$ cat src/rab_pkg.sv
package rab_pkg;

  // bus widths
  localparam int ADDR_WIDTH    = 32;
  localparam int DATA_WIDTH    = 32;
  localparam int ID_WIDTH      = 4;
  localparam int USER_WIDTH    = 4;
  localparam int LEN_WIDTH     = 8;
  localparam int RESP_WIDTH    = 2;
  localparam int WB_ADDR_WIDTH = 6;

  typedef logic [ADDR_WIDTH-1:0]    addr_t;
  typedef logic [DATA_WIDTH-1:0]    data_t;
  typedef logic [ID_WIDTH-1:0]      id_t;
  // bit 0 marks a prefetch
  typedef logic [USER_WIDTH-1:0]    user_t;
  typedef logic [LEN_WIDTH-1:0]     len_t;
  typedef logic [RESP_WIDTH-1:0]    resp_t;
  typedef logic [WB_ADDR_WIDTH-1:0] wb_addr_t;

  localparam int NUM_SLICES   = 4;
  localparam int BUFFER_DEPTH = 8;

  // a drop record is {prefetch, hit, id}
  localparam int DROP_REC_WIDTH = ID_WIDTH + 2;

  // word index inside the 16-byte block of one slice
  localparam int REG_START  = 0;
  localparam int REG_END    = 1;
  localparam int REG_OFFSET = 2;
  localparam int REG_FLAGS  = 3;

  // flags register bits
  localparam int FLAG_EN = 0;
  localparam int FLAG_RD = 1;

  localparam resp_t RESP_OKAY   = 2'b00;
  localparam resp_t RESP_SLVERR = 2'b10;

  typedef enum logic [1:0] {
    AR_IDLE,
    AR_FWD,
    AR_DROP
  } ar_state_t;

endpackage
$ cat src/rab_read_top.sv
`timescale 1ns/1ps

module rab_read_top (
  input  logic              axi4_aclk,
  input  logic              axi4_arstn,
  input  rab_pkg::id_t      s_axi4_arid,
  input  rab_pkg::addr_t    s_axi4_araddr,
  input  rab_pkg::len_t     s_axi4_arlen,
  input  rab_pkg::user_t    s_axi4_aruser,
  input  logic              s_axi4_arvalid,
  output logic              s_axi4_arready,
  output rab_pkg::id_t      s_axi4_rid,
  output rab_pkg::resp_t    s_axi4_rresp,
  output rab_pkg::data_t    s_axi4_rdata,
  output logic              s_axi4_rlast,
  output logic              s_axi4_rvalid,
  output rab_pkg::user_t    s_axi4_ruser,
  input  logic              s_axi4_rready,
  output rab_pkg::id_t      m_axi4_arid,
  output rab_pkg::addr_t    m_axi4_araddr,
  output rab_pkg::len_t     m_axi4_arlen,
  output rab_pkg::user_t    m_axi4_aruser,
  output logic              m_axi4_arvalid,
  input  logic              m_axi4_arready,
  input  rab_pkg::id_t      m_axi4_rid,
  input  rab_pkg::resp_t    m_axi4_rresp,
  input  rab_pkg::data_t    m_axi4_rdata,
  input  logic              m_axi4_rlast,
  input  logic              m_axi4_rvalid,
  input  rab_pkg::user_t    m_axi4_ruser,
  output logic              m_axi4_rready,
  input  logic              wb_cyc_i,
  input  logic              wb_stb_i,
  input  logic              wb_we_i,
  input  rab_pkg::wb_addr_t wb_adr_i,
  input  rab_pkg::data_t    wb_dat_i,
  output rab_pkg::data_t    wb_dat_o,
  output logic              wb_ack_o
);

  rab_pkg::addr_t lookup_addr;
  rab_pkg::addr_t phys_addr;
  logic           tbl_hit;
  logic           tbl_allow;

  // drop record from the AR side to the R side
  logic           drop;
  logic           drop_done;
  rab_pkg::id_t   drop_id;
  logic           drop_prefetch;
  logic           drop_hit;

  rab_slice_table u_rab_slice_table (
    .axi4_aclk     (axi4_aclk),
    .axi4_arstn    (axi4_arstn),
    .wb_cyc_i      (wb_cyc_i),
    .wb_stb_i      (wb_stb_i),
    .wb_we_i       (wb_we_i),
    .wb_adr_i      (wb_adr_i),
    .wb_dat_i      (wb_dat_i),
    .wb_dat_o      (wb_dat_o),
    .wb_ack_o      (wb_ack_o),
    .lookup_addr_i (lookup_addr),
    .hit_o         (tbl_hit),
    .allow_o       (tbl_allow),
    .phys_addr_o   (phys_addr)
  );

  axi4_ar_sender u_axi4_ar_sender (
    .axi4_aclk      (axi4_aclk),
    .axi4_arstn     (axi4_arstn),
    .s_axi4_arid    (s_axi4_arid),
    .s_axi4_araddr  (s_axi4_araddr),
    .s_axi4_arlen   (s_axi4_arlen),
    .s_axi4_aruser  (s_axi4_aruser),
    .s_axi4_arvalid (s_axi4_arvalid),
    .s_axi4_arready (s_axi4_arready),
    .m_axi4_arid    (m_axi4_arid),
    .m_axi4_araddr  (m_axi4_araddr),
    .m_axi4_arlen   (m_axi4_arlen),
    .m_axi4_aruser  (m_axi4_aruser),
    .m_axi4_arvalid (m_axi4_arvalid),
    .m_axi4_arready (m_axi4_arready),
    .lookup_addr_o  (lookup_addr),
    .hit_i          (tbl_hit),
    .allow_i        (tbl_allow),
    .phys_addr_i    (phys_addr),
    .drop_o         (drop),
    .drop_id_o      (drop_id),
    .prefetch_o     (drop_prefetch),
    .hit_o          (drop_hit),
    .done_i         (drop_done)
  );

  axi4_r_sender u_axi4_r_sender (
    .axi4_aclk     (axi4_aclk),
    .axi4_arstn    (axi4_arstn),
    .drop_i        (drop),
    .done_o        (drop_done),
    .id_i          (drop_id),
    .prefetch_i    (drop_prefetch),
    .hit_i         (drop_hit),
    .s_axi4_rid    (s_axi4_rid),
    .s_axi4_rresp  (s_axi4_rresp),
    .s_axi4_rdata  (s_axi4_rdata),
    .s_axi4_rlast  (s_axi4_rlast),
    .s_axi4_rvalid (s_axi4_rvalid),
    .s_axi4_ruser  (s_axi4_ruser),
    .s_axi4_rready (s_axi4_rready),
    .m_axi4_rid    (m_axi4_rid),
    .m_axi4_rresp  (m_axi4_rresp),
    .m_axi4_rdata  (m_axi4_rdata),
    .m_axi4_rlast  (m_axi4_rlast),
    .m_axi4_rvalid (m_axi4_rvalid),
    .m_axi4_ruser  (m_axi4_ruser),
    .m_axi4_rready (m_axi4_rready)
  );

endmodule

$ cat src/axi4_r_sender.sv
`timescale 1ns/1ps

module axi4_r_sender (
  input  logic           axi4_aclk,
  input  logic           axi4_arstn,
  input  logic           drop_i,
  output logic           done_o,
  input  rab_pkg::id_t   id_i,
  input  logic           prefetch_i,
  input  logic           hit_i,
  output rab_pkg::id_t   s_axi4_rid,
  output rab_pkg::resp_t s_axi4_rresp,
  output rab_pkg::data_t s_axi4_rdata,
  output logic           s_axi4_rlast,
  output logic           s_axi4_rvalid,
  output rab_pkg::user_t s_axi4_ruser,
  input  logic           s_axi4_rready,
  input  rab_pkg::id_t   m_axi4_rid,
  input  rab_pkg::resp_t m_axi4_rresp,
  input  rab_pkg::data_t m_axi4_rdata,
  input  logic           m_axi4_rlast,
  input  logic           m_axi4_rvalid,
  input  rab_pkg::user_t m_axi4_ruser,
  output logic           m_axi4_rready
);

  logic           fifo_valid;
  logic           fifo_ready;
  logic           fifo_pop;
  rab_pkg::id_t   rec_id;
  logic           rec_prefetch;
  logic           rec_hit;
  logic           dropping;
  logic           beat_waiting;
  rab_pkg::resp_t drop_resp;

  axi_buffer_rab #(
    .DATA_WIDTH   (rab_pkg::DROP_REC_WIDTH),
    .BUFFER_DEPTH (rab_pkg::BUFFER_DEPTH)
  ) u_fifo (
    .axi4_aclk  (axi4_aclk),
    .axi4_arstn (axi4_arstn),
    .data_i     ({prefetch_i, hit_i, id_i}),
    .valid_i    (drop_i),
    .ready_o    (fifo_ready),
    .data_o     ({rec_prefetch, rec_hit, rec_id}),
    .valid_o    (fifo_valid),
    .ready_i    (fifo_pop)
  );

  // a full fifo holds off done and so stalls the AR side
  assign done_o   = drop_i & fifo_ready;
  assign fifo_pop = dropping & s_axi4_rready;

  // a master beat offered but not yet taken must not be replaced
  assign beat_waiting = m_axi4_rvalid & ~s_axi4_rready;

  always_ff @(posedge axi4_aclk or negedge axi4_arstn) begin
    if (!axi4_arstn) begin
      dropping <= 1'b0;
    end else begin
      if (fifo_valid && !dropping && !beat_waiting) begin
        dropping <= 1'b1;
      end else if (fifo_pop) begin
        dropping <= 1'b0;
      end
    end
  end

  // only a prefetch that hit a slice is answered with OKAY
  assign drop_resp = (rec_prefetch && rec_hit) ? rab_pkg::RESP_OKAY : rab_pkg::RESP_SLVERR;

  assign s_axi4_rdata  = m_axi4_rdata;
  assign s_axi4_rid    = dropping ? rec_id : m_axi4_rid;
  assign s_axi4_rresp  = dropping ? drop_resp : m_axi4_rresp;
  assign s_axi4_rlast  = dropping | m_axi4_rlast;
  assign s_axi4_ruser  = dropping ? '0 : m_axi4_ruser;
  assign s_axi4_rvalid = dropping | m_axi4_rvalid;
  assign m_axi4_rready = ~dropping & s_axi4_rready;

  a_err_beat_held: assert property (@(posedge axi4_aclk) disable iff (!axi4_arstn)
    (dropping && !s_axi4_rready) |=>
      (dropping && s_axi4_rvalid && $stable(s_axi4_rid) && $stable(s_axi4_rresp)));

endmodule

$ cat src/axi4_ar_sender.sv
`timescale 1ns/1ps

module axi4_ar_sender (
  input  logic           axi4_aclk,
  input  logic           axi4_arstn,
  input  rab_pkg::id_t   s_axi4_arid,
  input  rab_pkg::addr_t s_axi4_araddr,
  input  rab_pkg::len_t  s_axi4_arlen,
  input  rab_pkg::user_t s_axi4_aruser,
  input  logic           s_axi4_arvalid,
  output logic           s_axi4_arready,
  output rab_pkg::id_t   m_axi4_arid,
  output rab_pkg::addr_t m_axi4_araddr,
  output rab_pkg::len_t  m_axi4_arlen,
  output rab_pkg::user_t m_axi4_aruser,
  output logic           m_axi4_arvalid,
  input  logic           m_axi4_arready,
  output rab_pkg::addr_t lookup_addr_o,
  input  logic           hit_i,
  input  logic           allow_i,
  input  rab_pkg::addr_t phys_addr_i,
  output logic           drop_o,
  output rab_pkg::id_t   drop_id_o,
  output logic           prefetch_o,
  output logic           hit_o,
  input  logic           done_i
);

  rab_pkg::ar_state_t state_q;
  rab_pkg::ar_state_t state_d;
  logic               arready_q;
  logic               accept;

  rab_pkg::id_t   id_q;
  rab_pkg::addr_t addr_q;
  rab_pkg::len_t  len_q;
  rab_pkg::user_t user_q;
  logic           hit_q;

  // the table sees the incoming address directly
  assign lookup_addr_o = s_axi4_araddr;

  assign accept         = s_axi4_arvalid & arready_q;
  assign s_axi4_arready = arready_q;

  always_comb begin
    state_d = state_q;
    case (state_q)
      rab_pkg::AR_IDLE: begin
        if (accept) begin
          state_d = (hit_i && allow_i) ? rab_pkg::AR_FWD : rab_pkg::AR_DROP;
        end
      end
      rab_pkg::AR_FWD: begin
        if (m_axi4_arready) begin
          state_d = rab_pkg::AR_IDLE;
        end
      end
      rab_pkg::AR_DROP: begin
        if (done_i) begin
          state_d = rab_pkg::AR_IDLE;
        end
      end
      default: state_d = rab_pkg::AR_IDLE;
    endcase
  end

  // arready is registered so it stays low in the first cycle out of reset
  always_ff @(posedge axi4_aclk or negedge axi4_arstn) begin
    if (!axi4_arstn) begin
      state_q   <= rab_pkg::AR_IDLE;
      arready_q <= 1'b0;
    end else begin
      state_q   <= state_d;
      arready_q <= (state_d == rab_pkg::AR_IDLE);
    end
  end

  always_ff @(posedge axi4_aclk) begin
    if (accept) begin
      id_q   <= s_axi4_arid;
      addr_q <= phys_addr_i;
      len_q  <= s_axi4_arlen;
      user_q <= s_axi4_aruser;
      hit_q  <= hit_i;
    end
  end

  assign m_axi4_arvalid = (state_q == rab_pkg::AR_FWD);
  assign m_axi4_arid    = id_q;
  assign m_axi4_araddr  = addr_q;
  assign m_axi4_arlen   = len_q;
  assign m_axi4_aruser  = user_q;

  assign drop_o     = (state_q == rab_pkg::AR_DROP);
  assign drop_id_o  = id_q;
  assign prefetch_o = user_q[0];
  assign hit_o      = hit_q;

  // a forwarded request stays put until the master side takes it
  a_fwd_held: assert property (@(posedge axi4_aclk) disable iff (!axi4_arstn)
    (m_axi4_arvalid && !m_axi4_arready) |=>
      (m_axi4_arvalid && $stable(m_axi4_araddr) && $stable(m_axi4_arid)));

  // a drop record is held steady until the R side takes it
  a_drop_held: assert property (@(posedge axi4_aclk) disable iff (!axi4_arstn)
    (drop_o && !done_i) |=> (drop_o && $stable(drop_id_o) && $stable(prefetch_o)));

endmodule

$ cat src/rab_slice_table.sv
`timescale 1ns/1ps

module rab_slice_table (
  input  logic             axi4_aclk,
  input  logic             axi4_arstn,
  input  logic             wb_cyc_i,
  input  logic             wb_stb_i,
  input  logic             wb_we_i,
  input  rab_pkg::wb_addr_t wb_adr_i,
  input  rab_pkg::data_t   wb_dat_i,
  output rab_pkg::data_t   wb_dat_o,
  output logic             wb_ack_o,
  input  rab_pkg::addr_t   lookup_addr_i,
  output logic             hit_o,
  output logic             allow_o,
  output rab_pkg::addr_t   phys_addr_o
);

  rab_pkg::addr_t start_q  [rab_pkg::NUM_SLICES];
  rab_pkg::addr_t end_q    [rab_pkg::NUM_SLICES];
  rab_pkg::addr_t offset_q [rab_pkg::NUM_SLICES];
  rab_pkg::data_t flags_q  [rab_pkg::NUM_SLICES];

  logic           ack_q;
  rab_pkg::data_t rdata_q;
  rab_pkg::data_t rd_word;
  logic           wb_access;
  logic           wb_aligned;
  logic [1:0]     sel_slice;
  logic [1:0]     sel_reg;
  logic [rab_pkg::NUM_SLICES-1:0] covers;

  // byte address is {slice, word, byte}
  assign sel_slice  = wb_adr_i[5:4];
  assign sel_reg    = wb_adr_i[3:2];
  assign wb_aligned = (wb_adr_i[1:0] == 2'b00);
  assign wb_access  = wb_cyc_i & wb_stb_i & ~ack_q;

  assign wb_ack_o = ack_q;
  assign wb_dat_o = rdata_q;

  always_comb begin
    rd_word = '0;
    if (wb_aligned) begin
      case (int'(sel_reg))
        rab_pkg::REG_START:  rd_word = start_q[sel_slice];
        rab_pkg::REG_END:    rd_word = end_q[sel_slice];
        rab_pkg::REG_OFFSET: rd_word = offset_q[sel_slice];
        rab_pkg::REG_FLAGS:  rd_word = flags_q[sel_slice];
        default:             rd_word = '0;
      endcase
    end
  end

  always_ff @(posedge axi4_aclk or negedge axi4_arstn) begin
    if (!axi4_arstn) begin
      ack_q <= 1'b0;
      for (int i = 0; i < rab_pkg::NUM_SLICES; i++) begin
        start_q[i]  <= '0;
        end_q[i]    <= '0;
        offset_q[i] <= '0;
        flags_q[i]  <= '0;
      end
    end else begin
      ack_q <= wb_access;
      // write lands on the same edge that raises ack
      if (wb_access && wb_we_i && wb_aligned) begin
        case (int'(sel_reg))
          rab_pkg::REG_START:  start_q[sel_slice]  <= wb_dat_i;
          rab_pkg::REG_END:    end_q[sel_slice]    <= wb_dat_i;
          rab_pkg::REG_OFFSET: offset_q[sel_slice] <= wb_dat_i;
          rab_pkg::REG_FLAGS:  flags_q[sel_slice]  <= wb_dat_i;
          default:             ;
        endcase
      end
    end
  end

  always_ff @(posedge axi4_aclk) begin
    if (wb_access) begin
      rdata_q <= rd_word;
    end
  end

  always_comb begin
    for (int i = 0; i < rab_pkg::NUM_SLICES; i++) begin
      covers[i] = flags_q[i][rab_pkg::FLAG_EN] &&
                  (lookup_addr_i >= start_q[i]) && (lookup_addr_i <= end_q[i]);
    end
  end

  // walk downwards so the lowest covering slice is the one that sticks
  always_comb begin
    hit_o       = 1'b0;
    allow_o     = 1'b0;
    phys_addr_o = '0;
    for (int i = rab_pkg::NUM_SLICES - 1; i >= 0; i--) begin
      if (covers[i]) begin
        hit_o       = 1'b1;
        allow_o     = flags_q[i][rab_pkg::FLAG_RD];
        phys_addr_o = lookup_addr_i - start_q[i] + offset_q[i];
      end
    end
  end

  // the request is still open on the cycle its ack shows
  a_ack_needs_request: assert property (@(posedge axi4_aclk) disable iff (!axi4_arstn)
    $rose(wb_ack_o) |-> (wb_cyc_i && wb_stb_i));

endmodule

$ cat src/axi_buffer_rab.sv
`timescale 1ns/1ps

module axi_buffer_rab #(
  parameter int DATA_WIDTH   = 6,
  parameter int BUFFER_DEPTH = 8
) (
  input  logic                  axi4_aclk,
  input  logic                  axi4_arstn,
  input  logic [DATA_WIDTH-1:0] data_i,
  input  logic                  valid_i,
  output logic                  ready_o,
  output logic [DATA_WIDTH-1:0] data_o,
  output logic                  valid_o,
  input  logic                  ready_i
);

  localparam int PTR_WIDTH = (BUFFER_DEPTH > 1) ? $clog2(BUFFER_DEPTH) : 1;
  localparam int CNT_WIDTH = $clog2(BUFFER_DEPTH + 1);

  logic [DATA_WIDTH-1:0] mem [BUFFER_DEPTH];
  logic [PTR_WIDTH-1:0]  wr_ptr_q;
  logic [PTR_WIDTH-1:0]  rd_ptr_q;
  logic [CNT_WIDTH-1:0]  cnt_q;
  logic                  push;
  logic                  pop;

  assign ready_o = (cnt_q != CNT_WIDTH'(BUFFER_DEPTH));
  assign valid_o = (cnt_q != '0);
  assign data_o  = mem[rd_ptr_q];

  assign push = valid_i & ready_o;
  assign pop  = valid_o & ready_i;

  always_ff @(posedge axi4_aclk or negedge axi4_arstn) begin
    if (!axi4_arstn) begin
      wr_ptr_q <= '0;
      rd_ptr_q <= '0;
      cnt_q    <= '0;
    end else begin
      // pointers wrap by hand so any depth works
      if (push) begin
        wr_ptr_q <= (wr_ptr_q == PTR_WIDTH'(BUFFER_DEPTH - 1)) ? '0 : wr_ptr_q + 1'b1;
      end
      if (pop) begin
        rd_ptr_q <= (rd_ptr_q == PTR_WIDTH'(BUFFER_DEPTH - 1)) ? '0 : rd_ptr_q + 1'b1;
      end
      if (push && !pop) begin
        cnt_q <= cnt_q + 1'b1;
      end else if (pop && !push) begin
        cnt_q <= cnt_q - 1'b1;
      end
    end
  end

  always_ff @(posedge axi4_aclk) begin
    if (push) begin
      mem[wr_ptr_q] <= data_i;
    end
  end

  // the consumer only asks for an entry that is there
  a_no_pop_empty: assert property (@(posedge axi4_aclk) disable iff (!axi4_arstn)
    ready_i |-> valid_o);

  // an entry offered while full waits unchanged for room
  a_no_push_full: assert property (@(posedge axi4_aclk) disable iff (!axi4_arstn)
    (valid_i && !ready_o) |=> (valid_i && $stable(data_i)));

endmodule

$ cat config.mk
export PLATFORM = sky130hd
export DESIGN_NAME = rab_read_top
export DESIGN_NICKNAME = d
export VERILOG_FILES = /design/src/rab_pkg.sv /design/src/rab_read_top.sv /design/src/axi4_r_sender.sv /design/src/axi4_ar_sender.sv /design/src/rab_slice_table.sv /design/src/axi_buffer_rab.sv
export SDC_FILE = /design/constraint.sdc
export NUM_CORES = 2
export LEC_CHECK = 0
export BUFFER_PORTS_ARGS = -buffer_cell sky130_fd_sc_hd__buf_4
export CORE_ASPECT_RATIO = 1.2
export CORE_MARGIN = 5
export CORE_UTILIZATION = 63
export DETAILED_ROUTE_END_ITERATION = 7
export GPL_ROUTABILITY_DRIVEN = 1
export PLACE_DENSITY = 0.86
export SLEW_MARGIN = 5
export SYNTH_ARGS = -nofsm -noshare
export SYNTH_HDL_FRONTEND = slang
export SYNTH_SLANG_ARGS = --single-unit
$ cat constraint.sdc
create_clock -name axi4_aclk -period 10.6 [get_ports axi4_aclk]
set_input_delay 1.06 -clock axi4_aclk [delete_from_list [all_inputs] [get_ports axi4_aclk]]
set_output_delay 1.06 -clock axi4_aclk [all_outputs]
set_load 0.02 [all_outputs]
==> results_dict.tcl <==
set metrics [dict create \
    grt_max_degree 169 \
    dieHeight_um 304 \
    cpPeakStageDelay_ns 0.88 \
    cp.required_ns 10.96 \
    relSlewSlack_pct 21.6 \
    fin_cells 5394 \
    met3_usage_pct 11.8 \
    ys_types 76 \
    cts_max_path_buffers 3 \
    power_mw 7.87 \
    nets 5067 \
    fin_ws_ns 5.59 \
    slew_violations 0 \
    worst_slew_pin_slew_ns 1.16 \
    cts_tree "done" \
    syn2layout_area_growth_pct 9.84 \
    dr.pass1.iters 6 \
    rows 107 \
    grtUsageTotal_pct 36.6 \
    clkTransAtPathRegs_ns 0.06 \
    fillers 4980 \
    powerDensity_mw_per_mm2 158 \
    worstHoldPathType "input pin to async pin" \
    slowest_stage "o311ai_0" \
    worstSetupStartpointType "input pin" \
    cts_resized 0 \
    avgSynthCellArea_um2 10.5 \
    holdBufCountCts 0 \
    finalSetupViolations 0 \
    clock_sinks 656 \
    fmax_mhz 200 \
    worstPathArrival_ns 5.37 \
    synthesis.area_mm2 0.0453 \
    grt.met2_usage_pct 54.9 \
    grtUsageMet1_pct 47.4 \
    ys.flop_type "dfrtp_1" \
    ys_ff_latch 656 \
    drive_gt1_share_pct 18.9 \
    root_buffer "clkbuf_16" \
    ys_warn_count 0 \
    vias 35400 \
    fin_area_mm2 0.0497 \
    outcome "finished, final reports clean" \
    portBuffers 201 \
    clk-insertion-delay-late_ns 0.65 \
    hold_violations 0 \
    placed_cells 5267 \
    post_cts_buffers 0 \
    crit_path_frequent_cell "a21oi_1" \
    synthArstFlopShare_pct 80.3 \
    drc 0 \
    wl_mm 143 \
    ioPinCount 266 \
    finClkSkew_ns 0.0243 \
    worstSetupPathType "input pin to flop" \
    dp.final_hpwl_mm 103 \
    vdd_drop_max_uv 145 \
    drtIter0Drc 4110 \
    synthMostInstantiatedCell "inv_1" \
    setup_tns_ns 0 \
    initial_core_util_pct 63.7 \
    period_needed_ns 5.01 \
    netlist_top_cells_count "682 x inv_1, 527 x dfrtp_1, 391 x ha_1" \
    maxCapViolations 0 \
    place_area_mm2 0.0474 \
    cts_buffers 70 \
    synthTopCellsByArea "dfrtp_1 29%, ha_1 11%, edfxtp_1 8.6%" \
    dieWidth_um 255 \
    design.core.area_mm2 0.0711 \
    place_congestion 1.01 \
    antenna_left 0 \
    grt_overflow_total 0 \
    ys_seq_area_share_pct 37.7 \
    antenna_found_initial 8 \
    synth.net_count 4977 \
    place_ws_ns 5.18 \
    crit_path_end_kind "flop" \
    synth_top_area_share_pct 29.1 \
    critPathMaxFanout 36 \
    finalCritPeriodShare_pct 47.3 \
    rsz0062_at_grt "no" \
    viasPerCell 6.56 \
    crit_chain "buf_4, inv_1, ha_1, nor2_1, a21oi_1, o311ai_0, a21oi_1, o211a_1, o211a_1, buf_4, inv_1, a311oi_1, a2111oi_0, a21oi_1" \
    synth_cells 4323 \
    grt_pass1_vias 36100 \
    die_area_mm2 0.0774 \
    grt_pass1_wl_mm 217 \
    synth_top_cell_by_area "dfrtp_1" \
    routedWlPerCell_um 26.6 \
    p_leak_nw 23.3 \
    cts_max_level 3 \
    synth-edff-count 129 \
    grt_busiest_layer "met2" \
]
-- final timing paths --
check / from / end / slack, ns / depth (start not counted)
setup / recovery: s_axi4_araddr[0] / u_axi4_ar_sender.m_axi4_araddr[16] / 5.59 / 14
setup reg to reg: u_rab_slice_table.start_q[33] / u_axi4_ar_sender.m_axi4_araddr[16] / 5.88 / 13
max in group asynchronous: axi4_arstn / u_rab_slice_table.end_q[90] / 7.76 / 3
hold reg to reg: u_rab_slice_table.flags_q[75] / u_rab_slice_table.flags_q[75] / 0.50 / 1
hold / removal: axi4_arstn / u_rab_slice_table.end_q[107] / 0.50 / 1
min in group axi4_aclk: u_rab_slice_table.flags_q[75] / u_rab_slice_table.flags_q[75] / 0.50 / 1
-- placed cells by master (no fill, tap or decap), drive strengths merged, types with 23 or more instances in the layout --
cell	count
edfxtp	129
fa	125
o21ai	346
buf	234
mux4	168
nand2b	37
clkbuf	100
dfrtp	527
a21oi	204
xnor2	65
nor2b	28
nand2	339
nor3	32
nand4	51
inv	685
nand3	51
a21o	112
a211oi	23
ha	391
xor2	47
mux2	300
nor2	112
and2	44
o21a	26
-- through the flow --
stage | hold WS, ns | utilization, %
finish | 0.496 | 70.0
detailed placement | 0.492 | 66.7
global placement | 0.483 | 66.7
CTS | 0.505 | 70.0
floorplan | 0.471 | -
global route | 0.516 | 70.0
-- state kept, by name, summed over array words and instances, names as in the netlist --
name / flops
u_rab_slice_table.wb_ack_o: 1
u_rab_slice_table.end_q: 128
u_axi4_r_sender.u_fifo.wr_ptr_q: 3
u_axi4_ar_sender.state_q: 2
u_rab_slice_table.wb_dat_o: 32
u_axi4_r_sender.u_fifo.rd_ptr_q: 3
u_rab_slice_table.start_q: 128
u_axi4_ar_sender.m_axi4_aruser: 4
u_axi4_r_sender.u_fifo.cnt_q: 4
u_axi4_ar_sender.s_axi4_arready: 1
u_axi4_r_sender.dropping: 1
u_axi4_r_sender.u_fifo.mem: 48
u_rab_slice_table.offset_q: 128
u_rab_slice_table.flags_q: 128
u_axi4_ar_sender.drop_id_o: 4
u_axi4_ar_sender.hit_o: 1
u_axi4_ar_sender.m_axi4_arlen: 8
u_axi4_ar_sender.m_axi4_araddr: 32
-- where the power goes --
| part | internal, mW | total, mW | switching, mW | leakage [nW] |
|---|---|---|---|---|
| combinational | 0.971 | 2.35 | 1.38 | 14.7 |
| clock | 1.44 | 2.52 | 1.08 | 1.14 |
| sequential | 2.81 | 3.00 | 0.186 | 7.48 |
| total | 5.22 | 7.87 | 2.64 | 23.3 |
-- per-layer routing --
layer / up-vias / part of all wire (%)
met1: 17400 / 36
li1: 15200 / -
met3: 538 / 13
met2: 2302 / 45
met4: 8 / 6.8
met5: - / 0.035
-- critical path: cells and delay by family --
family,cells,cell delay (ns)
buffers and inverters,4,1.41
and+or+nand+nor,1,0.10
adders and majority gates,1,0.30
AOI/OAI and AO/OA,8,2.47
-- cell families (layout without fill, tap and decap cells) --
group	after synthesis	in the layout	synth area share (%)
buffers and inverters	898	1040	7.73
AOI/OAI and AO/OA	879	879	11.8
and+or+nand+nor	781	781	8.18
DFF	656	656	37.7
adders and majority gates	516	516	16.3
muxes	481	481	16.1
xor gates and xnor gates	112	112	2.17
other	0	3	0
-- final cells by class --
class | instances | area, um2 | share of cell area [%]
multi-input cells | 2769 | 24800 | 49.9
diodes | 3 | 7.51 | 0.0151
well taps | 926 | 1160 | 2.33
flip-flops and latches | 656 | 17100 | 34.3
clock inverters | 24 | 300 | 0.604
repair buffers | 234 | 1790 | 3.59
clock buffers | 100 | 2030 | 4.08
inverters | 682 | 2560 | 5.15
(Power assumes the default switching activity.)
